## src/source/dcache_pkg.sv

```systemverilog
// Cache geometry constants, vector types and port structs for the data cache
`default_nettype none

package dcache_pkg;

    // Geometry
    localparam int ADDR_W          = 32;
    localparam int WORD_W          = 32;
    localparam int WORDS_PER_BLOCK = 4;
    localparam int BLOCK_W         = WORD_W * WORDS_PER_BLOCK;
    localparam int WAYS            = 4;
    localparam int SETS            = 16;

    // Address split: tag | index | word select | byte offset
    localparam int BYTE_OFF_W = 2;
    localparam int WORD_SEL_W = $clog2(WORDS_PER_BLOCK);
    localparam int INDEX_W    = $clog2(SETS);
    localparam int TAG_W      = ADDR_W - INDEX_W - WORD_SEL_W - BYTE_OFF_W;

    typedef logic [ADDR_W-1:0]       addr_t;
    typedef logic [WORD_W-1:0]       word_t;
    typedef logic [BLOCK_W-1:0]      block_t;
    typedef logic [TAG_W-1:0]        tag_t;
    typedef logic [INDEX_W-1:0]      index_t;
    typedef logic [WORD_SEL_W-1:0]   word_sel_t;
    typedef logic [$clog2(WAYS)-1:0] way_t;

    // Core request, one aligned word per access
    typedef struct packed {
        logic  valid;
        logic  store;
        addr_t addr;
        word_t wdata;
    } core_req_t;

    // Load data back to the core
    typedef struct packed {
        logic  valid;
        word_t rdata;
    } core_resp_t;

    // Block read request towards L2
    typedef struct packed {
        logic  valid;
        addr_t addr;
    } l2_read_t;

    // Full block transfer, write-back out or fill in
    typedef struct packed {
        logic   valid;
        addr_t  addr;
        block_t block;
    } l2_block_t;

endpackage

`default_nettype wire
```

## src/source/tag_data_bank.sv

```systemverilog
// One cache way: tag and block arrays plus per-line valid and dirty bits
`timescale 1ns/1ps
`default_nettype none

module tag_data_bank
    import dcache_pkg::*;
(
    input  wire logic   clk,
    input  wire logic   rst_n,
    input  wire index_t index,
    input  wire logic   fill_en,
    input  wire tag_t   fill_tag,
    input  wire block_t fill_block,
    input  wire logic   store_en,
    input  wire block_t store_block,
    output logic        line_valid,
    output logic        line_dirty,
    output tag_t        line_tag,
    output block_t      line_block
);

    tag_t   tag_mem   [SETS];
    block_t block_mem [SETS];
    logic [SETS-1:0] valid_bits;
    logic [SETS-1:0] dirty_bits;

    // Storage arrays
    always_ff @(posedge clk) begin
        if (fill_en) begin
            tag_mem[index]   <= fill_tag;
            block_mem[index] <= fill_block;
        end else if (store_en) begin
            block_mem[index] <= store_block;
        end
    end

    // Line state
    always_ff @(posedge clk or negedge rst_n) begin
        if (!rst_n) begin
            valid_bits <= '0;
            dirty_bits <= '0;
        end else if (fill_en) begin
            valid_bits[index] <= 1'b1;
            dirty_bits[index] <= 1'b0;
        end else if (store_en) begin
            dirty_bits[index] <= 1'b1;
        end
    end

    // Asynchronous read of the addressed line
    assign line_valid = valid_bits[index];
    assign line_dirty = dirty_bits[index];
    assign line_tag   = tag_mem[index];
    assign line_block = block_mem[index];

endmodule

`default_nettype wire

```

## config.mk

```make
export PLATFORM = sky130hd
export DESIGN_NAME = tag_data_bank
export DESIGN_NICKNAME = d
export VERILOG_FILES = /design/src/source/dcache_pkg.sv /design/src/source/tag_data_bank.sv
export SDC_FILE = /design/constraint.sdc
export NUM_CORES = 2
export LEC_CHECK = 0
export ABC_AREA = 1
export BUFFER_PORTS_ARGS = -buffer_cell sky130_fd_sc_hd__buf_2
export CAP_MARGIN = 20
export CORE_MARGIN = 2
export CORE_UTILIZATION = 35
export DETAILED_ROUTE_END_ITERATION = 6
export PLACE_DENSITY = 0.49
export SYNTH_ARGS = -nofsm -noshare
export SYNTH_HDL_FRONTEND = slang
export SYNTH_SLANG_ARGS = --single-unit
```

## constraint.sdc

```tcl
create_clock -name clk -period 2 [get_ports clk]
set_input_delay 0.4 -clock clk [delete_from_list [all_inputs] [get_ports clk]]
set_output_delay 0.4 -clock clk [all_outputs]
set_load 0.02 [all_outputs]
```

==> out/qor.txt <==
Status = complete, but fails checks
Violations in the final reports = setup timing
Vias in the first global route = 70,080
Final WS setup = -0.3896 ns
Worst-Margin Slew = 0.8312 ns
Boundary Pins = 442
Cts bufs inserted = 280
Port Buffer Count = 441
Total track usage = 0.1970
Most numerous cell on the critical path = nand2_1
Async SR Flop Fraction = 0.01299
H-tree levels = 5
Hold Crit Endpoint = block_mem[5][99]
Period utilization = 1.195
Setup-failing EPs final = 154
Seq/Total Area, Yosys = 0.7050
Share of cells above drive strength 1 = 0.1951
CTS tree = done
Cells after Synth = 10,150
Max incr delay on CP = 0.43 ns
Worst R2R Setup Slack = 1.10 ns
Most frequently used flop master after synthesis = edfxtp_1
Wirelength per Cell = 20.02 um
Worst setup SP type = register
Setup_tns = -42.31 ns
VDD IR max = 626.9 uV
Routed wire length = 305.2 mm
Max Clk Rate = 418.5 MHz
Synthesized flop and latch total = 2,464
Reg2reg path depth = 2
Final setup skew = 0 ns
Worst hold-check path type = input pin to register
Register area = 73,830 um2
Vias = 71,250
First-pass GRT wire length = 450.9 mm
WP buf/inv = 2
Pleak = 54.87 nW
Cell Area, Synth = 104,700 um2
Crit Reg-Reg Startpoint = valid_bits[9]
Avg Inst Size Synth = 10.31 um2
Nets@finish = 11,400
Fill count = 27,970
Worst skew pair latency = 0.85 ns
Finished Cell Area = 130,300 um2
Cell family with most CP delay = simple AND/OR/NAND/NOR gates
Area leader, netlist = edfxtp_1
Core ar. = 297,300 um2
Max clock buf depth = 4
Final Wtd Congestion = 0.8039
Yosys Warn Count = 0
Yosys top cell area share = 0.6973
Synth cell types = 19
CP required = 1.60 ns
Worst EP arrival = 1.99 ns
Synth top cells by count = 6,673 x nand2_1, 2,432 x edfxtp_1, 315 x inv_1
Tmin final = 2.390 ns
Cell Area, Placed = 118,500 um2
DIE WIDTH = 551.0 um
Final Max Slew Viols = 0
CTS clock-pin slew for the worst setup and hold paths = 0.06 ns
Area taken by multi-input logic gates = 28,260 um2
Synth-to-Final Area Change = 24.46%
Synth Net Count = 10,440
Initial core utilization = 0.3523
Via/cell ratio = 4.674
Root Buffer = clkbuf_16
Critical R2R Capture = valid_bits[9]
Crit. End Element = primary output
HPWL Detailed = 190.0 mm
Top-count cell post-synth = nand2_1
Total power = 120.2 mW
Largest net degree at the start of global routing = 69
Antenna-violating nets left = 0
Max-cap check violation count = 0
Die Y = 551.0 um
GRT overflow = 0
Area contributors post-synth = edfxtp_1 70%, nand2_1 24%, mux2_2 1.4%
Cell Rows = 200
RSZ-0062 raised after global routing = true
Initial antenna violation count = 8
Remaining DRCs = 0
First drt pass iteration count = 7
Starting DRC count in detailed routing = 5,356
Critical-path top delay cell = edfxtp_1
Crit path cell chain = nand2_1, nand2_1, nand2_1, nand2_1, nand2_1, nand2_1, inv_2, nand2_4, buf_6
CTS Sinks = 2,464
Placed insts = 14,690
Relative slew slack = 0.4459
Hold Startpoint = fill_block[99]
Final std cells w/o fill = 15,240
Die area = 303,600 um2
Pwr Density = 922.1 nW/um2
Critical path type = register to primary output
Worst slack, placed = -0.5105 ns
Final Hold Vio Count = 0
Post-synth EDFFs = 2,432
Crit Path Max Fanout = 1
Hold depth = 2
## area by class of cell
class	count	share of cell area
clock inverters	124	0.008985
multi-input cells	6871	0.2168
flip-flops and latches	2464	0.5664
repair inverters	3	0.0002592
well taps	3939	0.03781
inverters	319	0.009676
clock buffers	352	0.05681
diodes	4	0.00007679
repair buffers	1168	0.1031
## layer usage
layer	up-vias	GRT usage	share of wire
met2	1470	0.3237	0.47
met3	427	0.02662	0.043
met5	-	0	0.00011
li1	34600	-	-
met4	6	0.05604	0.028
met1	34750	0.2726	0.46
## cell usage in the layout (no fill, tap or decap), types with 22 or more instances in the layout
master and count:
buf_4 333, edfxtp_1 2432, mux2_2 128, buf_2 285, clkinv_2 28, nand2_2 274, dfrtp_1 32, dlygate4sd3_1 34
inv_2 189, clkbuf_1 66, clkbuf_16 292, nor2_4 35, inv_1 124, clkinv_1 55, buf_6 165, nand2_1 6334
buf_12 314, buf_16 22, nand2_4 64
## what timing repair did
item,4_1_cts,5_1_grt
endpoints found under the setup margin,154,154
pin swaps,564,456
hold buffers,34,0
setup buffers,27,5
endpoints found under the hold margin,476,0
gates cloned,16,8
resized for setup,757,169
## logic make-up (layout without fill, tap and decap cells)
kind of cell    after synthesis  count (layout)  share of synthesized area
buf+inv                     818            1966                    0.03897
other cells                   0               4                          0
flops                      2464            2464                     0.7050
mux                         128             128                    0.01376
compound gates               16              16                  0.0007646
simple gates               6727            6727                     0.2415
## how the worst max path moves through the flow
stage                        from            endpoint  slack [ns]  cells after the start
3_5_place_dp             index[0]  block_mem[15][102]       -0.51                      9
4_1_cts         block_mem[15][55]      line_block[55]       -0.44                      9
5_1_grt        block_mem[13][108]     line_block[108]       -0.48                      9
6_report        block_mem[15][55]      line_block[55]       -0.39                      9
3_3_place_gp             index[0]     line_block[100]       -0.52                     13
2_1_floorplan            index[0]    block_mem[10][0]       -1.38                      8
## through the flow
step                        util  hold slack [ns]
after floorplan                -           0.1044
after CTS                 0.4367         0.009641
final                     0.4384          0.07452
after global placement    0.3985           0.4467
after global routing      0.4384          0.07951
after detailed placement  0.3985           0.4531
## worst reg2reg max path, delay by kind of cell, from the launching register on
| family | cells | cell delay [ns] |
|---|---|---|
| buf+inv | 1 | 0.13 |
| simple gates | 1 | 0.28 |
| flops | 1 | 0.38 |
## power by group
group          total [mW]  switching, mW  internal [mW]
clock network        49.2           20.8           28.4
logic                11.9           7.61           4.29
registers            59.1          0.375           58.7
total                 120           28.8           91.4
## sequential cells by signal (all words and copies together), names as in the netlist, named ones only
name	count
block_mem	2048
tag_mem	384
valid_bits	16
Note: power is estimated with default switching activity, not from simulation.
