[src/source/dcache_pkg.sv]
// Cache geometry constants, vector types and port structs for the data cache
`default_nettype none

package dcache_pkg;

    // Geometry
    localparam int ADDR_W          = 32;
    localparam int WORD_W          = 32;
    localparam int WORDS_PER_BLOCK = 4;
    localparam int BLOCK_W         = WORD_W * WORDS_PER_BLOCK;
    localparam int WAYS            = 4;
    localparam int SETS            = 16;

    // Address split: tag | index | word select | byte offset
    localparam int BYTE_OFF_W = 2;
    localparam int WORD_SEL_W = $clog2(WORDS_PER_BLOCK);
    localparam int INDEX_W    = $clog2(SETS);
    localparam int TAG_W      = ADDR_W - INDEX_W - WORD_SEL_W - BYTE_OFF_W;

    typedef logic [ADDR_W-1:0]       addr_t;
    typedef logic [WORD_W-1:0]       word_t;
    typedef logic [BLOCK_W-1:0]      block_t;
    typedef logic [TAG_W-1:0]        tag_t;
    typedef logic [INDEX_W-1:0]      index_t;
    typedef logic [WORD_SEL_W-1:0]   word_sel_t;
    typedef logic [$clog2(WAYS)-1:0] way_t;

    // Core request, one aligned word per access
    typedef struct packed {
        logic  valid;
        logic  store;
        addr_t addr;
        word_t wdata;
    } core_req_t;

    // Load data back to the core
    typedef struct packed {
        logic  valid;
        word_t rdata;
    } core_resp_t;

    // Block read request towards L2
    typedef struct packed {
        logic  valid;
        addr_t addr;
    } l2_read_t;

    // Full block transfer, write-back out or fill in
    typedef struct packed {
        logic   valid;
        addr_t  addr;
        block_t block;
    } l2_block_t;

endpackage

`default_nettype wire
[src/source/lru_tracker.sv]
// True-LRU age tracking per set and least-recently-used way lookup
`timescale 1ns/1ps
`default_nettype none

module lru_tracker
    import dcache_pkg::*;
(
    input  wire logic   clk,
    input  wire logic   rst_n,
    input  wire index_t index,
    input  wire logic   touch,
    input  wire way_t   touch_way,
    output way_t        lru_way
);

    // Age 0 is most recent, WAYS-1 is the oldest
    way_t age_q [SETS][WAYS];

    always_ff @(posedge clk or negedge rst_n) begin
        if (!rst_n) begin
            // Way 0 starts as the oldest
            for (int s = 0; s < SETS; s++) begin
                for (int w = 0; w < WAYS; w++) begin
                    age_q[s][w] <= way_t'(WAYS - 1 - w);
                end
            end
        end else if (touch) begin
            for (int w = 0; w < WAYS; w++) begin
                if (way_t'(w) == touch_way) begin
                    age_q[index][w] <= '0;
                end else if (age_q[index][w] < age_q[index][touch_way]) begin
                    // Younger than the touched way, so it ages by one
                    age_q[index][w] <= age_q[index][w] + way_t'(1);
                end
            end
        end
    end

    // Ages of a set are a permutation, exactly one way is the oldest
    always_comb begin
        lru_way = '0;
        for (int w = 0; w < WAYS; w++) begin
            if (age_q[index][w] == way_t'(WAYS - 1)) begin
                lru_way = way_t'(w);
            end
        end
    end

endmodule

`default_nettype wire

[config.mk]
export PLATFORM = sky130hd
export DESIGN_NAME = lru_tracker
export DESIGN_NICKNAME = d
export VERILOG_FILES = /design/src/source/dcache_pkg.sv /design/src/source/lru_tracker.sv
export SDC_FILE = /design/constraint.sdc
export NUM_CORES = 1
export LEC_CHECK = 0
export BUFFER_PORTS_ARGS = -buffer_cell sky130_fd_sc_hd__buf_2
export CAP_MARGIN = 40
export CORE_MARGIN = 1
export CORE_UTILIZATION = 45
export DETAILED_ROUTE_END_ITERATION = 6
export GPL_TIMING_DRIVEN = 0
export MAX_ROUTING_LAYER = met4
export SLEW_MARGIN = 10
export SYNTH_ARGS = -nofsm -noshare
export SYNTH_HDL_FRONTEND = slang
export SYNTH_SLANG_ARGS = --single-unit
[constraint.sdc]
create_clock -name clk -period 3.7 [get_ports clk]
set_input_delay 0.74 -clock clk [delete_from_list [all_inputs] [get_ports clk]]
set_output_delay 0.74 -clock clk [all_outputs]
set_load 0.005 [all_outputs]
==> results.toml, run 1 <==
[critical_path]
ff2ff_setup_slack_ns = 0.22
crit_end = "age_q[60]$_DFFE_PN0P_"
cp-start-kind = "primary input"
worstSetupPathType = "primary input to flop"
critPathMaxStageDelay_ns = 0.54
path_cells = "buf_12 > buf_12 > buf_12 > mux4_2 > mux4_2 > mux4_2 > clkinv_4 > ha_4 > nor3b_4 > buf_4 > buf_8 > o21ai_2 > o21ai_2 > mux2_4"
end_kind = "flop"
timing.rr.start = "age_q[79]$_DFFE_PN1P_"
cp-startpoint = "index[0]"
cp.arrival_ns = 4.08
reg2reg_depth = 11
cp_max_fo = 6
crit_slowest_cell = "mux4_2"
rr_endpoint = "age_q[60]$_DFFE_PN0P_"
cp_data_required_time_ns = 4.01

[logic_synthesis]
synth_top_area_share_pct = 22.2
yosys.cell_types.count = 46
syn-num-nets = 707
synthFlopType = "dfstp_2"
ys_async_sr_fraction_pct = 100
synth-edff-count = 0
syn-mean-instance-area_um2 = 10.9
seq_area_frac_synth_pct = 43.4
synth_area_leader_cell = "dfstp_2"
netlist_area_um2 = 7570
synth_common_cells = "101 x o21ai_0, 82 x nand2_1, 74 x mux2_2"
netlist_instances = 691
synth_area_leaders = "dfstp_2 22%, dfrtp_1 21%, mux2_2 11%"
ys_ff_latch = 128
synth_most_common_cell = "o21ai_0"
synth_warnings = 0

[power_and_ir_drop]
peakVddDrop_uv = 413
power_density_nw_per_um2 = 691
p_sw_w = 0.00230
p_int_w = 0.00468
leakage_nw = 4.10
p_seq_share_pct = 34.9
p_sw_share_pct = 33.0
p_comb_share_pct = 40.1
p_clk_share_pct = 25.0

[floorplanning]
die_w_um = 132
core_um2 = 16500
start_util_pct = 45.8
ios = 11
dieHeight_um = 132
rows = 47
die_area_um2 = 17300

[sta]
hold_viol = 0
period_share_pct = 102
finalSetupViolCount = 33
drv_slew = 0
fin_skew_ns = 0.00739
tns_ns = -0.874
fin_crit_ns = 3.77
clock.fmax_mhz = 265
worst_slew_pin_slew_ns = 1.16
rsz0062_at_grt = "yes"
worst_slack_ns = -0.0685
relSlewSlack_pct = 22.3

[cells_and_area]
syn2layout_area_growth_pct = 33.5
reg_top3 = "age_q (128)"
antenna-diode-count = 0
nNetsFinal = 785
stdcell_area_um2 = 10100
utilization_pct = 61.1
largest_register_ffs = 128
drive_gt1_share_pct = 57.5
regMostFlops = "age_q"

[outcome]
status = "finished with violations"
violations = "negative setup slack"

[clock_network]
cts-root-buf = "clkbuf_16"
insertion_delay_ns = 0.43
clock_sinks = 128
cts.htree.levels = 4
clkTransAtPathRegs_ns = 0.06
numCtsBuffers = 17
cts_tree = "built"
clk_path_buf_depth = 2
hold_buffers = 0

[grt]
grt_pass1_vias = 6093
grt_pass1_wl_mm = 34.7
overflow = 0
grtUsageTotal_pct = 27.5
antenna_found_initial = 0
grt_max_degree = 71

[placed_design]
place.gp.congestion = 0.912
dp_hpwl_mm = 15.0
port-buffer-count = 7
place_area_um2 = 8160

[hold_path]
hp-class = "primary input to asynchronous set/reset pin"

[route]
ant_nets = 0
drt_pass1_iterations = 5
wl_per_cell_um = 23.5
drc = 0
routed_via_density = 6.04
drt_iter0_markers = 531
num_vias = 6050
finalWirelength_mm = 23.6

[job]
drv_cap = 0
[through the flow]
stage	setup slack, ns	hold slack [ns]	cells	power (W)
final	-0.0685	0.299	1002	0.00698
after global routing	-0.119	0.342	1002	0.00728
after CTS	-0.0462	0.305	986	0.00644
after detailed placement	-1.01	0.455	926	0.00442
after global placement	-0.990	0.452	918	0.00432
after floorplan	-0.447	0.442	691	0.00386
[worst max-delay path: cells and delay by family]
kind	cells	cell delay, ns
multiplexers	4	1.91
buffers and inverters	6	0.75
AND/OR/NAND/NOR	1	0.23
AO/OA/AOI/OAI	2	0.23
adder cells (fa/ha/maj)	1	0.22
[routing by layer]
layer  routed length, um  up-vias  global-route usage (%)
met2               11200      205                    42.3
met4                1040        0                    13.4
met1               10200     3083                    35.2
met3                1140       73                    4.63
met5                   0        -                       -
li1                    -     2689                       -
[power groups by stage]
stage | Clock [W] | Sequential [W] | Combinational, W
after floorplan | 0 | 0.00233 | 0.00153
after global placement | 0 | 0.00240 | 0.00192
after detailed placement | 0 | 0.00242 | 0.00199
after CTS | 0.00176 | 0.00241 | 0.00227
after global routing | 0.00181 | 0.00250 | 0.00296
final | 0.00175 | 0.00244 | 0.00280
[cell type report]
| cell class | instances | area (um^2) |
|---|---|---|
| Fill cell | 1278 | 6420 |
| Buffer | 41 | 339 |
| Clock inverter | 10 | 135 |
| Inverter | 20 | 80.1 |
| Clock buffer | 22 | 474 |
| Tap cell | 220 | 275 |
| Timing Repair Buffer | 63 | 586 |
| Multi-Input combinational cell | 498 | 4930 |
| Sequential cell | 128 | 3280 |
[layout by cell type, fill, tap and decap left out, drive strengths merged, types with 2 or more instances in the layout]
cell,synthesis,final
a2111oi,3,3
a22o,4,4
nand4,6,6
a41oi,2,2
ha,7,7
nand3b,3,3
a21oi,5,5
a22oi,8,8
buf,24,86
dfrtp,64,64
clkinvlp,0,4
dfstp,64,64
inv,20,19
mux4,21,21
and2,4,4
clkinv,0,4
nor2b,10,10
o21bai,3,3
nand2b,5,5
o21ai,131,131
nor3b,4,4
mux2i,48,48
nor2,17,17
or2,2,2
nor3,9,9
nand4b,2,2
nand2,82,82
nand3,2,2
clkbuf,21,39
bufinv,0,3
mux2,112,112
[what timing repair did]
action,in CTS,in global routing
cloned,3,2
pin swaps,4,3
buffers inserted,28,16
resized for setup,92,173
endpoints found under the setup margin,130,127
[how the worst min path moves through the flow]
stage                        endpoint  slack [ns]  depth (start not counted)
2_1_floorplan    age_q[0]$_DFFE_PN0P_        0.44                          0
3_3_place_gp    age_q[47]$_DFFE_PN1P_        0.45                          2
3_5_place_dp   age_q[127]$_DFFE_PN1P_        0.46                          2
4_1_cts         age_q[17]$_DFFE_PN0P_        0.31                          1
5_1_grt         age_q[25]$_DFFE_PN0P_        0.34                          1
6_report        age_q[25]$_DFFE_PN0P_        0.30                          1
[cell families (layout without fill, tap and decap cells)]
kind of cell / after synthesis / in the layout / synth area share (%)
muxes: 181 / 181 / 29.3
AOI/OAI and AO/OA: 158 / 158 / 12.6
and+or+nand+nor: 151 / 151 / 9.44
DFF: 128 / 128 / 43.4
buffers and inverters: 65 / 156 / 4.04
adders and majority gates: 7 / 7 / 1.16
xor gates and xnor gates: 1 / 1 / 0.116
(Power assumes the default switching activity.)
==> run 2, diff against run 1 <==
--- a/config.mk
+++ b/config.mk
@@ -12,6 +12,7 @@
 export DETAILED_ROUTE_END_ITERATION = 6
 export GPL_TIMING_DRIVEN = 0
 export MAX_ROUTING_LAYER = met4
+export PLACE_DENSITY = 0.65
 export SLEW_MARGIN = 10
 export SYNTH_ARGS = -nofsm -noshare
 export SYNTH_HDL_FRONTEND = slang
==> run 2 against run 1 <==
The run still ends with negative setup slack left. Utilization down 2.6 points. Register-to-register slack better by 0.03 ns. Critical path depth down 1. Non-clock buffer count down 10. Combinational power down 11%. Die area unchanged. Hold slack worse by 0.012 ns. Final area down 4.3%. Largest cell class unchanged. Largest power group unchanged.
==> results.toml, run 2 (synthesis gave the netlist of run 1 again) <==
[critical_path]
cp_data_required_time_ns = 4.07
worstSetupPathType = "primary input to flop"
ff2ff_setup_slack_ns = 0.25
cp-startpoint = "index[0]"
cp.arrival_ns = 4.12
reg2reg_depth = 10
timing.rr.start = "age_q[67]$_DFFE_PN0P_"
cp-start-kind = "primary input"
end_kind = "flop"
cp_max_fo = 6

[power_and_ir_drop]
leakage_nw = 3.96
power_density_nw_per_um2 = 696
peakVddDrop_uv = 410

[sta]
drv_slew = 0
worst_slew_pin_slew_ns = 1.05
tns_ns = -0.257
finalSetupViolCount = 14
fin_skew_ns = 0.0102
worst_slack_ns = -0.0518
rsz0062_at_grt = "yes"
relSlewSlack_pct = 29.6
hold_viol = 0
clock.fmax_mhz = 267
period_share_pct = 101
fin_crit_ns = 3.75

[grt]
grt_pass1_vias = 6128
overflow = 0
grt_max_degree = 66
grtUsageTotal_pct = 27.5
grt_pass1_wl_mm = 34.8
antenna_found_initial = 0

[placed_design]
place_area_um2 = 8160
dp_hpwl_mm = 14.9
place.gp.congestion = 0.938
port-buffer-count = 7

[cells_and_area]
syn2layout_area_growth_pct = 27.8
stdcell_area_um2 = 9670
antenna-diode-count = 0
seq_area_um2 = 3280
multi_input_area_um2 = 4610
drive_gt1_share_pct = 51.6
layout_commonest_cell = "nand2_1"
largest_register_ffs = 128
regMostFlops = "age_q"
nNetsFinal = 775
fillers = 1305
reg_top3 = "age_q (128)"
mostFrequentLayoutCells = "82 x nand2_1, 66 x o21ai_2, 64 x dfrtp_1, 64 x dfstp_2"

[floorplanning]
start_util_pct = 45.8
dieHeight_um = 132
die_w_um = 132
rows = 47
die_area_um2 = 17300
core_um2 = 16500
ios = 11

[route]
ant_nets = 0
num_vias = 6028
finalWirelength_mm = 22.7
drt_pass1_iterations = 5
routed_via_density = 6.08
drc = 0
drt_iter0_markers = 553
wl_per_cell_um = 22.8

[job]
drv_cap = 0

[clock_network]
clkTransAtPathRegs_ns = 0.06
cts-root-buf = "clkbuf_16"
clk_path_buf_depth = 2
numCtsBuffers = 17
clock_sinks = 128
cts_tree = "built"
insertion_delay_ns = 0.45
cts.htree.levels = 4

[outcome]
status = "finished with violations"
violations = "negative setup slack"

[hold_path]
hp-class = "primary input to asynchronous set/reset pin"
-- run 2: changes by cell type in the layout (fill, tap and decap cells not counted), moves of 7 or more --
cell,change
mux2_1,+8
mux2_4,-33
mux2_2,+25
o21ai_1,+29
o21ai_4,-7
o21ai_2,-23
-- run 2: worst max-delay path, stage by stage --
cell	delay, ns
buf_12	0.08
buf_12	0.12
buf_12	0.14
mux4_2	0.53
mux4_2	0.53
mux4_2	0.51
clkinv_4	0.10
ha_4	0.21
nor3b_4	0.34
clkbuf_8	0.25
o21ai_1	0.08
o21ai_2	0.16
mux2_4	0.32
-- run 2: per-layer routing --
metal	GRT usage (%)	share of wire, %	wire length [um]
met3	5.17	5.2	1170
met1	33.8	42	9490
met2	43.3	49	11200
met5	-	0	0
met4	13.8	3.8	850
-- run 2: worst paths after layout --
path                                               end
worst max-delay path             age_q[38]$_DFFE_PN1P_
worst min-delay path             age_q[68]$_DFFE_PN0P_
worst max register to register   age_q[38]$_DFFE_PN1P_
worst min register to register   age_q[23]$_DFFE_PN1P_
max in group asynchronous       age_q[103]$_DFFE_PN1P_
min in group clk                 age_q[23]$_DFFE_PN1P_
-- run 2: area by class of cell --
cell class	count	area share, %
plain buffers	41	3.47
clock buffers	19	4.58
clock inverters	13	1.93
inverters	20	0.828
multi-input cells	498	47.7
flip-flops and latches	128	34.0
well taps	220	2.85
repair buffers	53	4.72
-- run 2: metrics by stage --
step                setup WS, ns  power (W)  instances  hold slack [ns]  utilization [%]
finish                   -0.0518    0.00673        992            0.287             58.5
global route              -0.109    0.00701        992            0.341             58.5
CTS                      -0.0735    0.00655        982            0.314             57.0
detailed placement         -1.04    0.00441        926            0.454             49.4
global placement           -1.02    0.00429        918            0.453             48.9
floorplan                 -0.447    0.00386        691            0.442                -
-- run 2: what timing repair did --
item | in CTS | in global routing
gates resized for setup | 129 | 45
pin swaps | 6 | 5
setup buffers | 25 | 9
hold buffers | 0 | 0
setup endpoints to repair | 130 | 117
cloned | 3 | 0
-- run 2: where the power goes --
group          switching [W]  internal (W)  leakage [nW]  total [W]
clock               0.000670       0.00115         0.307    0.00182
combinational        0.00126       0.00122          2.12    0.00248
sequential          0.000287       0.00215          1.53    0.00243
