==> src/source/dcache_pkg.sv <==
// Cache geometry constants, vector types and port structs for the data cache
`default_nettype none

package dcache_pkg;

    // Geometry
    localparam int ADDR_W          = 32;
    localparam int WORD_W          = 32;
    localparam int WORDS_PER_BLOCK = 4;
    localparam int BLOCK_W         = WORD_W * WORDS_PER_BLOCK;
    localparam int WAYS            = 4;
    localparam int SETS            = 16;

    // Address split: tag | index | word select | byte offset
    localparam int BYTE_OFF_W = 2;
    localparam int WORD_SEL_W = $clog2(WORDS_PER_BLOCK);
    localparam int INDEX_W    = $clog2(SETS);
    localparam int TAG_W      = ADDR_W - INDEX_W - WORD_SEL_W - BYTE_OFF_W;

    typedef logic [ADDR_W-1:0]       addr_t;
    typedef logic [WORD_W-1:0]       word_t;
    typedef logic [BLOCK_W-1:0]      block_t;
    typedef logic [TAG_W-1:0]        tag_t;
    typedef logic [INDEX_W-1:0]      index_t;
    typedef logic [WORD_SEL_W-1:0]   word_sel_t;
    typedef logic [$clog2(WAYS)-1:0] way_t;

    // Core request, one aligned word per access
    typedef struct packed {
        logic  valid;
        logic  store;
        addr_t addr;
        word_t wdata;
    } core_req_t;

    // Load data back to the core
    typedef struct packed {
        logic  valid;
        word_t rdata;
    } core_resp_t;

    // Block read request towards L2
    typedef struct packed {
        logic  valid;
        addr_t addr;
    } l2_read_t;

    // Full block transfer, write-back out or fill in
    typedef struct packed {
        logic   valid;
        addr_t  addr;
        block_t block;
    } l2_block_t;

endpackage

`default_nettype wire
==> src/source/way_select.sv <==
// Hit detection, word read, store merge and victim choice across all ways
`timescale 1ns/1ps
`default_nettype none

module way_select
    import dcache_pkg::*;
(
    input  wire addr_t                 lookup_addr,
    input  wire word_t                 store_data,
    input  wire logic   [WAYS-1:0]     line_valid,
    input  wire logic   [WAYS-1:0]     line_dirty,
    input  wire tag_t   [WAYS-1:0]     line_tag,
    input  wire block_t [WAYS-1:0]     line_block,
    input  wire way_t                  lru_way,
    output logic                       hit,
    output way_t                       hit_way,
    output word_t                      read_word,
    output block_t                     merged_block,
    output way_t                       victim_way,
    output logic                       victim_dirty,
    output addr_t                      victim_addr,
    output block_t                     victim_block
);

    tag_t      lookup_tag;
    index_t    lookup_index;
    word_sel_t word_sel;
    block_t    hit_block;

    assign word_sel     = lookup_addr[BYTE_OFF_W +: WORD_SEL_W];
    assign lookup_index = lookup_addr[BYTE_OFF_W + WORD_SEL_W +: INDEX_W];
    assign lookup_tag   = lookup_addr[ADDR_W-1 -: TAG_W];

    // Tag compare on every valid way
    always_comb begin
        hit       = 1'b0;
        hit_way   = '0;
        hit_block = line_block[0];
        for (int w = 0; w < WAYS; w++) begin
            if (line_valid[w] && line_tag[w] == lookup_tag) begin
                hit       = 1'b1;
                hit_way   = way_t'(w);
                hit_block = line_block[w];
            end
        end
    end

    // Word pick and store merge on the hit line
    always_comb begin
        read_word    = hit_block[WORD_W-1:0];
        merged_block = hit_block;
        for (int i = 0; i < WORDS_PER_BLOCK; i++) begin
            if (word_sel == word_sel_t'(i)) begin
                read_word                      = hit_block[i*WORD_W +: WORD_W];
                merged_block[i*WORD_W +: WORD_W] = store_data;
            end
        end
    end

    // Lowest invalid way first, LRU way once the set is full
    always_comb begin
        logic found_invalid;
        found_invalid = 1'b0;
        victim_way    = lru_way;
        for (int w = 0; w < WAYS; w++) begin
            if (!line_valid[w] && !found_invalid) begin
                found_invalid = 1'b1;
                victim_way    = way_t'(w);
            end
        end
    end

    assign victim_dirty = line_valid[victim_way] & line_dirty[victim_way];
    assign victim_block = line_block[victim_way];
    // Block address rebuilt from the stored tag
    assign victim_addr  = {line_tag[victim_way], lookup_index,
                           {(WORD_SEL_W + BYTE_OFF_W){1'b0}}};

endmodule

`default_nettype wire

==> config.mk <==
export PLATFORM = sky130hd
export DESIGN_NAME = way_select
export DESIGN_NICKNAME = d
export VERILOG_FILES = /design/src/source/dcache_pkg.sv /design/src/source/way_select.sv
export SDC_FILE = /design/constraint.sdc
export NUM_CORES = 1
export LEC_CHECK = 0
export ABC_AREA = 0
export BUFFER_PORTS_ARGS = -buffer_cell sky130_fd_sc_hd__buf_2
export CORE_AREA = 2 2 393 395
export DETAILED_ROUTE_END_ITERATION = 8
export DIE_AREA = 0 0 395 397
export PLACE_DENSITY_LB_ADDON = 0.08
export SLEW_MARGIN = 20
export SYNTH_ARGS = -nofsm -noshare
export SYNTH_HDL_FRONTEND = slang
export SYNTH_SLANG_ARGS = --single-unit
export TNS_END_PERCENT = 30
==> constraint.sdc <==
create_clock -name vclk -period 3.3
set_input_delay 0.495 -clock vclk [all_inputs]
set_output_delay 0.495 -clock vclk [all_outputs]
set_load 0.01 [all_outputs]
==> results of run 1 <==
==> worst max path at each step <==
stage | start | endpoint | depth (start not counted)
4_1_cts | line_tag[85] | read_word[20] | 15
6_report | lookup_addr[21] | read_word[10] | 13
5_1_grt | line_tag[41] | read_word[15] | 14
2_1_floorplan | lookup_addr[27] | read_word[10] | 10
3_5_place_dp | lookup_addr[21] | read_word[2] | 13
3_3_place_gp | lookup_addr[21] | read_word[2] | 13
==> layer usage <==
metal | share of wire, % | routed length [um] | vias to the layer above
li1 | - | - | 7700
met1 | 37 | 56520 | 9100
met2 | 55 | 83740 | 728
met3 | 6.0 | 9177 | 168
met4 | 2.1 | 3174 | 42
met5 | 0.19 | 290 | -
==> timing repair <==
item | CTS | global route
gates resized for setup | 519 | 451
endpoints found under the setup margin | 165 | 232
pin swaps | 59 | 80
setup buffers | 70 | 32
cloned | 16 | 4
==> cell usage after synthesis, types with 13 or more instances <==
| master | n |
|---|---|
| nand2_1 | 351 |
| buf_4 | 21 |
| o21ai_0 | 64 |
| xor2_1 | 40 |
| nand3_1 | 17 |
| nor4_1 | 14 |
| a211oi_1 | 23 |
| buf_2 | 42 |
| mux2i_1 | 250 |
| a31oi_1 | 30 |
| mux4_2 | 175 |
| and2_0 | 13 |
| clkbuf_1 | 62 |
| xnor2_1 | 56 |
| nand4_1 | 24 |
| mux2_2 | 57 |
==> through the flow <==
stage / std cells / hold slack (ns)
2_1_floorplan: 1343 / 1.082
3_3_place_gp: 4571 / 0.9901
3_5_place_dp: 4571 / 0.9901
4_1_cts: 4642 / 0.9901
5_1_grt: 4664 / 0.9900
6_report: 4672 / 0.9900
==> cells by family (layout without fill, tap and decap cells) <==
family | after synthesis | after routing | synth area share (%)
compound gates | 153 | 153 | 8.150
xor+xnor | 96 | 96 | 7.245
buf+inv | 145 | 1412 | 6.199
mux | 482 | 482 | 61.05
other cells | 1 | 20 | 0.03231
simple gates | 463 | 465 | 17.32
==> area by class of cell <==
type / instances / area (sq um)
Tap cell: 2044 / 2557
Fill cell: 17290 / 126100
Inverter: 11 / 41.29
Timing Repair Buffer: 1401 / 10350
Antenna cell: 16 / 40.04
Multi-Input combinational cell: 1200 / 13920
==> power groups by stage <==
stage                      Clock [mW]  Sequential, mW  Combinational [mW]
after floorplan                     0               0                1.24
after global placement              0               0                3.42
after detailed placement            0               0                3.38
after CTS                           0               0                3.70
after global routing      0.000000198               0                4.03
final                     0.000000497               0                3.82
==> results_dict.tcl, run 1 <==
set metrics [dict create \
    grt-ovfl-total 0 \
    netSwitchingFraction_pct 54.01 \
    routed_via_density 3.797 \
    seq_cell_count 0 \
    drc 0 \
    holdCritStartpoint "lookup_addr[7]" \
    period_share_pct 117.6 \
    path_max_fanout 6 \
    drtPass1Iterations 5 \
    layout_setup_ws_ns -0.5819 \
    setup_viol 160 \
    hold_end "victim_addr[7]" \
    slew_headroom_pct 54.39 \
    core_sq_um 153000 \
    crit_buf_inv 6 \
    violations "setup timing" \
    synth_area_sq_um 11610 \
    worst_pin_slew_ns 0.6842 \
    tns_ns -48.85 \
    use_met1_pct 20.16 \
    met3_usage_pct 4.284 \
    die-area_sq_um 156800 \
    synth_top_area_share_pct 33.96 \
    place_area_sq_um 21690 \
    cp_slowest_stage_delay_ns 0.60 \
    portBuffers 994 \
    path_cells "buf_12 -> xnor2_4 -> buf_6 -> nand4_1 -> nor4_2 -> buf_4 -> and2_4 -> buf_16 -> buf_16 -> mux2i_1 -> mux2i_2 -> mux4_2 -> buf_6" \
    p_per_area_nw_per_um2 141.9 \
    hold_path.class "primary input to output port" \
    grt_max_degree 52 \
    start_util_pct 7.587 \
    ys_warn_count 0 \
    routabilityCongestion 0.9665 \
    finalNetCount 3296 \
    io_pins 1008 \
    power_leakage_nw 11.59 \
    wirelength_um 152900 \
    max_freq_mhz 257.6 \
    min_period_ns 3.882 \
    status "finished with violations" \
    dr_total_vias 17740 \
    ant_nets 0 \
    drive_above_1_share_pct 76.68 \
    end_kind "output port" \
    critical_path_class "primary input to output port" \
    cts_hold_buf 0 \
    grt_pass1_wl_um 195000 \
    die_x_um 395 \
    layout_common_cells "865 x buf_2, 291 x nand2_1, 269 x buf_4" \
    wl_per_cell_um 32.73 \
    p_sw_mw 2.063 \
    path_delay_family "multiplexers" \
    synthCells 1340 \
    combPwrFrac_pct 100.0 \
    slew_viol_final 0 \
    cp-start-kind "primary input" \
    p_clk_share_pct 0 \
    grt_use_total_pct 18.47 \
    p_total_mw 3.819 \
    seq_power_share_pct 0 \
    worstPathArrival_ns 3.39 \
    synth_top_cells_by_area "mux4_2 34%, mux2i_1 22%, nand2_1 11%, mux2_2 5.5%, xnor2_1 4.2%" \
    rsz0062_at_grt "yes" \
    antenna_found_initial 74 \
    hold_viol 0 \
    drt-initial-drc-count 720 \
    whs_path_depth 0 \
    final_cell_area_sq_um 26910 \
    cap_viol_max_count 0 \
    ys_seq_area_share_pct 0 \
    max-vdd-ir-drop_mv 0.06845 \
    use_met2_pct 36.51 \
    netlist.top_cell.by_area "mux4_2" \
    die_h_um 397 \
    place_ws_ns -1.516 \
    syn_area_per_cell_sq_um 8.661 \
    intPower_mw 1.756 \
    area_growth_pct 131.9 \
    final_common_cell "buf_2" \
    yosysUniqueCellTypes 43 \
    cp_slowest_cell "mux4_2" \
    row_count 144 \
    regArea_sq_um 0 \
    dp_hpwl_um 131700 \
    clkbuf_count 0 \
    grt_pass1_vias 19290 \
    grt_busiest_layer "met2" \
    crit_required_ns 2.80 \
    finish.utilization_pct 17.59 \
]
No activity file was read; power rests on OpenSTA's default activity.
==> run 2: changes to the inputs <==
--- a/config.mk
+++ b/config.mk
@@ -11,6 +11,7 @@
 export DETAILED_ROUTE_END_ITERATION = 8
 export DIE_AREA = 0 0 395 397
 export PLACE_DENSITY_LB_ADDON = 0.08
+export REMOVE_ABC_BUFFERS = 1
 export SLEW_MARGIN = 20
 export SYNTH_ARGS = -nofsm -noshare
 export SYNTH_HDL_FRONTEND = slang
==> results_dict.tcl, run 2 (same netlist as run 1, synthesis figures left out) <==
set metrics [dict create \
    drt-initial-drc-count 966 \
    cp-start-kind "primary input" \
    slew_viol_final 0 \
    clkbuf_count 0 \
    io_pins 1008 \
    seq_cell_count 0 \
    final_common_cell "buf_2" \
    cp_slowest_cell "mux4_2" \
    regArea_sq_um 0 \
    rsz0062_at_grt "yes" \
    p_per_area_nw_per_um2 136.7 \
    grt_use_total_pct 15.37 \
    grt-ovfl-total 0 \
    path_cells "buf_8 -> xor2_2 -> or3b_4 -> nor3_4 -> and2_4 -> buf_12 -> buf_16 -> buf_8 -> mux2i_1 -> mux2i_2 -> mux4_2 -> buf_6" \
    critical_path_class "primary input to output port" \
    path_delay_family "multiplexers" \
    drive_above_1_share_pct 75.04 \
    setup_viol 141 \
    antenna_found_initial 43 \
    netSwitchingFraction_pct 52.16 \
    wirelength_um 128400 \
    path_max_fanout 8 \
    dr_total_vias 17180 \
    hold_path.class "primary input to output port" \
    grt_pass1_wl_um 167500 \
    die_x_um 395 \
    dp_hpwl_um 106500 \
    min_period_ns 3.698 \
    hold_viol 0 \
    finalNetCount 3280 \
    crit_top_cell "buf_8" \
    cp_slowest_stage_delay_ns 0.53 \
    worst_pin_slew_ns 0.5012 \
    core_sq_um 153000 \
    seq_power_share_pct 0 \
    crit_required_ns 2.80 \
    end_kind "output port" \
    max_freq_mhz 270.4 \
    ant_nets 0 \
    routabilityCongestion 0.8822 \
    start_util_pct 7.587 \
    slew_headroom_pct 66.28 \
    cap_viol_max_count 0 \
    power_leakage_nw 11.55 \
    drc 0 \
    area_growth_pct 127.8 \
    period_share_pct 112.1 \
    finish.utilization_pct 17.28 \
    max-vdd-ir-drop_mv 0.05108 \
    drtPass1Iterations 4 \
    routed_via_density 3.695 \
    cts_hold_buf 0 \
    worstPathArrival_ns 3.20 \
    violations "setup timing" \
    p_clk_share_pct 0 \
    die_h_um 397 \
    grt_pass1_vias 18530 \
    layout_setup_ws_ns -0.3983 \
    portBuffers 994 \
    crit_buf_inv 5 \
    intPower_mw 1.729 \
    p_sw_mw 1.885 \
    wl_per_cell_um 27.62 \
    row_count 144 \
    status "finished with violations" \
    grt_max_degree 42 \
    die-area_sq_um 156800 \
    combPwrFrac_pct 100.0 \
    p_total_mw 3.614 \
    layout_common_cells "866 x buf_2, 312 x nand2_1, 255 x buf_4" \
]
==> run 2: per-layer routing <==
| layer | up-vias | global-route usage, % | share of wire [%] | routed length (um) |
|---|---|---|---|---|
| met2 | 698 | 29.15 | 53 | 67650 |
| met5 | - | 0 | 0.14 | 182 |
| met1 | 8729 | 18.90 | 41 | 52800 |
| met4 | 30 | 0.5453 | 0.84 | 1073 |
| met3 | 73 | 2.564 | 5.2 | 6696 |
| li1 | 7650 | - | - | - |
==> run 2: worst paths after layout <==
check                       from             end  slack (ns)  cells after the start
setup / recovery    line_tag[88]   read_word[15]       -0.40                     12
hold / removal    lookup_addr[4]  victim_addr[4]        0.99                      0
==> run 2: cell type report <==
class,instances,area [sq um]
Antenna cell,9,22.52
Fill cell,17350,126500
Multi-Input combinational cell,1198,13530
Inverter,11,41.29
Tap cell,2044,2557
Timing Repair Buffer,1387,10290
==> run 2: power groups by stage <==
| stage | logic, mW | registers (mW) | clock network (mW) |
|---|---|---|---|
| after global placement | 3.21 | 0 | 0 |
| after detailed placement | 3.18 | 0 | 0 |
| final | 3.61 | 0 | 0.000000331 |
| after global routing | 3.84 | 0 | 0.000000122 |
| after floorplan | 1.35 | 0 | 0 |
| after CTS | 3.49 | 0 | 0 |
==> run 2: what timing repair did <==
action                                 in CTS  in global routing
gates cloned                               16                  3
resized for setup                         513                401
setup endpoints to repair                 161                160
pin swaps                                  75                 77
endpoints found under the hold margin       0                  0
setup buffers                              55                 32
==> run 2: stage by stage <==
step                 TNS, ns  cell area, sq um  instances  worst slack (ns)  hold slack [ns]
floorplan           -1847.17             10940       1209            -7.485           0.9900
global placement      -99.86             21320       4564           -0.9717           0.9901
detailed placement    -95.79             21320       4564           -0.9449           0.9901
CTS                   -25.14             24580       4610           -0.3569           0.9901
global route          -41.24             26420       4643           -0.4878           0.9901
finish                -21.41             26440       4649           -0.3983           0.9901
==> run 3: changes to the inputs <==
--- a/config.mk
+++ b/config.mk
@@ -7,10 +7,10 @@
 export LEC_CHECK = 0
 export ABC_AREA = 0
 export BUFFER_PORTS_ARGS = -buffer_cell sky130_fd_sc_hd__buf_2
-export CORE_AREA = 2 2 393 395
+export CORE_AREA = 2 2 397 399
 export DETAILED_ROUTE_END_ITERATION = 8
-export DIE_AREA = 0 0 395 397
-export PLACE_DENSITY_LB_ADDON = 0.08
+export DIE_AREA = 0 0 399 401
+export PLACE_DENSITY = 0.36
 export REMOVE_ABC_BUFFERS = 1
 export SLEW_MARGIN = 20
 export SYNTH_ARGS = -nofsm -noshare
==> constraint.sdc (replaced) <==
create_clock -name vclk -period 3.35
set_input_delay 0.5025 -clock vclk [all_inputs]
set_output_delay 0.5025 -clock vclk [all_outputs]
set_load 0.01 [all_outputs]
==> results_dict.tcl, run 3 (same netlist as run 1, synthesis figures left out) <==
set metrics [dict create \
    seq_cell_count 0 \
    slew_viol_final 0 \
    die-area_sq_um 160000 \
    end_kind "output port" \
    layout_setup_ws_ns -0.5991 \
    whs_path_depth 0 \
    area_growth_pct 117.2 \
    hold_end "victim_addr[4]" \
    path_cells "buf_12 -> xnor2_4 -> buf_6 -> nand4_1 -> nor4_4 -> buf_4 -> nand4_1 -> buf_6 -> nand2_8 -> buf_12 -> mux2i_2 -> buf_4 -> o2bb2a_1 -> o211ai_1 -> buf_2" \
    grt-ovfl-total 0 \
    path_max_fanout 7 \
    hold_viol 0 \
    drtPass1Iterations 5 \
    antenna_found_initial 45 \
    hold_path.class "primary input to output port" \
    period_share_pct 117.9 \
    die_x_um 399 \
    portBuffers 994 \
    routed_via_density 3.823 \
    regArea_sq_um 0 \
    cp-start-kind "primary input" \
    p_per_area_nw_per_um2 145.5 \
    slew_headroom_pct 58.45 \
    row_count 145 \
    worst_pin_slew_ns 0.6205 \
    setup_viol 160 \
    grt_max_degree 54 \
    max-vdd-ir-drop_mv 0.05860 \
    dp_hpwl_um 122600 \
    min_period_ns 3.949 \
    critical_path_class "primary input to output port" \
    power_leakage_nw 11.22 \
    layout_common_cells "929 x buf_2, 323 x nand2_1, 270 x buf_4" \
    wirelength_um 141600 \
    io_pins 1008 \
    dr_total_vias 17940 \
    max_freq_mhz 253.2 \
    cp_slowest_cell "nor4_4" \
    wl_per_cell_um 30.19 \
    die_h_um 401 \
    path_delay_family "buffers and inverters" \
    holdCritStartpoint "lookup_addr[4]" \
    clkbuf_count 0 \
    drt-initial-drc-count 1339 \
    cp_slowest_stage_delay_ns 0.32 \
    crit_required_ns 2.85 \
    ant_nets 0 \
    grt_use_total_pct 16.55 \
    finalNetCount 3291 \
    drive_above_1_share_pct 70.89 \
    hold_slack_ns 1.005 \
    core_sq_um 155700 \
    drc 0 \
    multi_input_area_sq_um 12700 \
    final_common_cell "buf_2" \
    tns_ns -55.24 \
    grt_pass1_wl_um 178000 \
    fillers 17830 \
    start_util_pct 7.456 \
    grt_pass1_vias 17910 \
    routabilityCongestion 0.9683 \
    status "finished with violations" \
    worstPathArrival_ns 3.45 \
    violations "setup timing" \
    crit_buf_inv 7 \
    rsz0062_at_grt "yes" \
    cap_viol_max_count 0 \
    cts_hold_buf 0 \
]
run 3: cell types whose count changed in the layout (fill, tap and decap cells not counted), sizes merged:
cell / before / now
buf: 1384 / 1391
bufbuf: 0 / 3
clkbuf: 3 / 4
diode: 9 / 27
run 3: layout make-up:
class              count  area share, %
well taps           2058          10.22
repair buffers      1398          38.94
diodes                27         0.2681
multi-input cells   1198          50.41
inverters             11         0.1638
run 3: power breakdown:
part | internal [mW] | switching [mW] | total [mW] | leakage [nW]
clock network | 0.000000928 | 0 | 0.000000928 | 0.000177
logic | 1.62 | 2.05 | 3.67 | 11.2
registers | 0 | 0 | 0 | 0
run 3: stage by stage:
stage | area [sq um] | power [mW] | std cells | util, % | setup slack [ns]
2_1_floorplan | 10940 | 1.326 | 1209 | - | -7.450
3_3_place_gp | 21670 | 3.421 | 4595 | 13.92 | -1.141
3_5_place_dp | 21670 | 3.401 | 4595 | 13.92 | -1.167
4_1_cts | 24140 | 3.615 | 4644 | 15.51 | -0.5550
5_1_grt | 25150 | 3.833 | 4671 | 16.16 | -0.6393
6_report | 25200 | 3.667 | 4692 | 16.19 | -0.5991
run 3: worst max path at each step:
stage / from / to / depth (start not counted) / slack, ns
global route: lookup_addr[16] / read_word[23] / 16 / -0.64
finish: lookup_addr[16] / read_word[20] / 15 / -0.60
CTS: line_tag[56] / read_word[20] / 14 / -0.56
global placement: lookup_addr[19] / read_word[13] / 15 / -1.14
detailed placement: lookup_addr[15] / read_word[13] / 14 / -1.17
floorplan: line_valid[2] / victim_addr[10] / 2 / -7.45
run 3: layer usage:
metal	global-route usage [%]	vias up	wire length, um
met5	0	-	129
met4	1.932	20	2162
met3	2.527	94	10310
met2	27.87	993	66990
met1	22.72	9146	62040
li1	-	7685	-
run 3: what timing repair did:
item | CTS | global route
pin swaps | 56 | 33
gates cloned | 10 | 4
resized for setup | 385 | 158
buffers inserted | 58 | 29
endpoints found under the hold margin | 0 | 0
setup endpoints to repair | 160 | 160
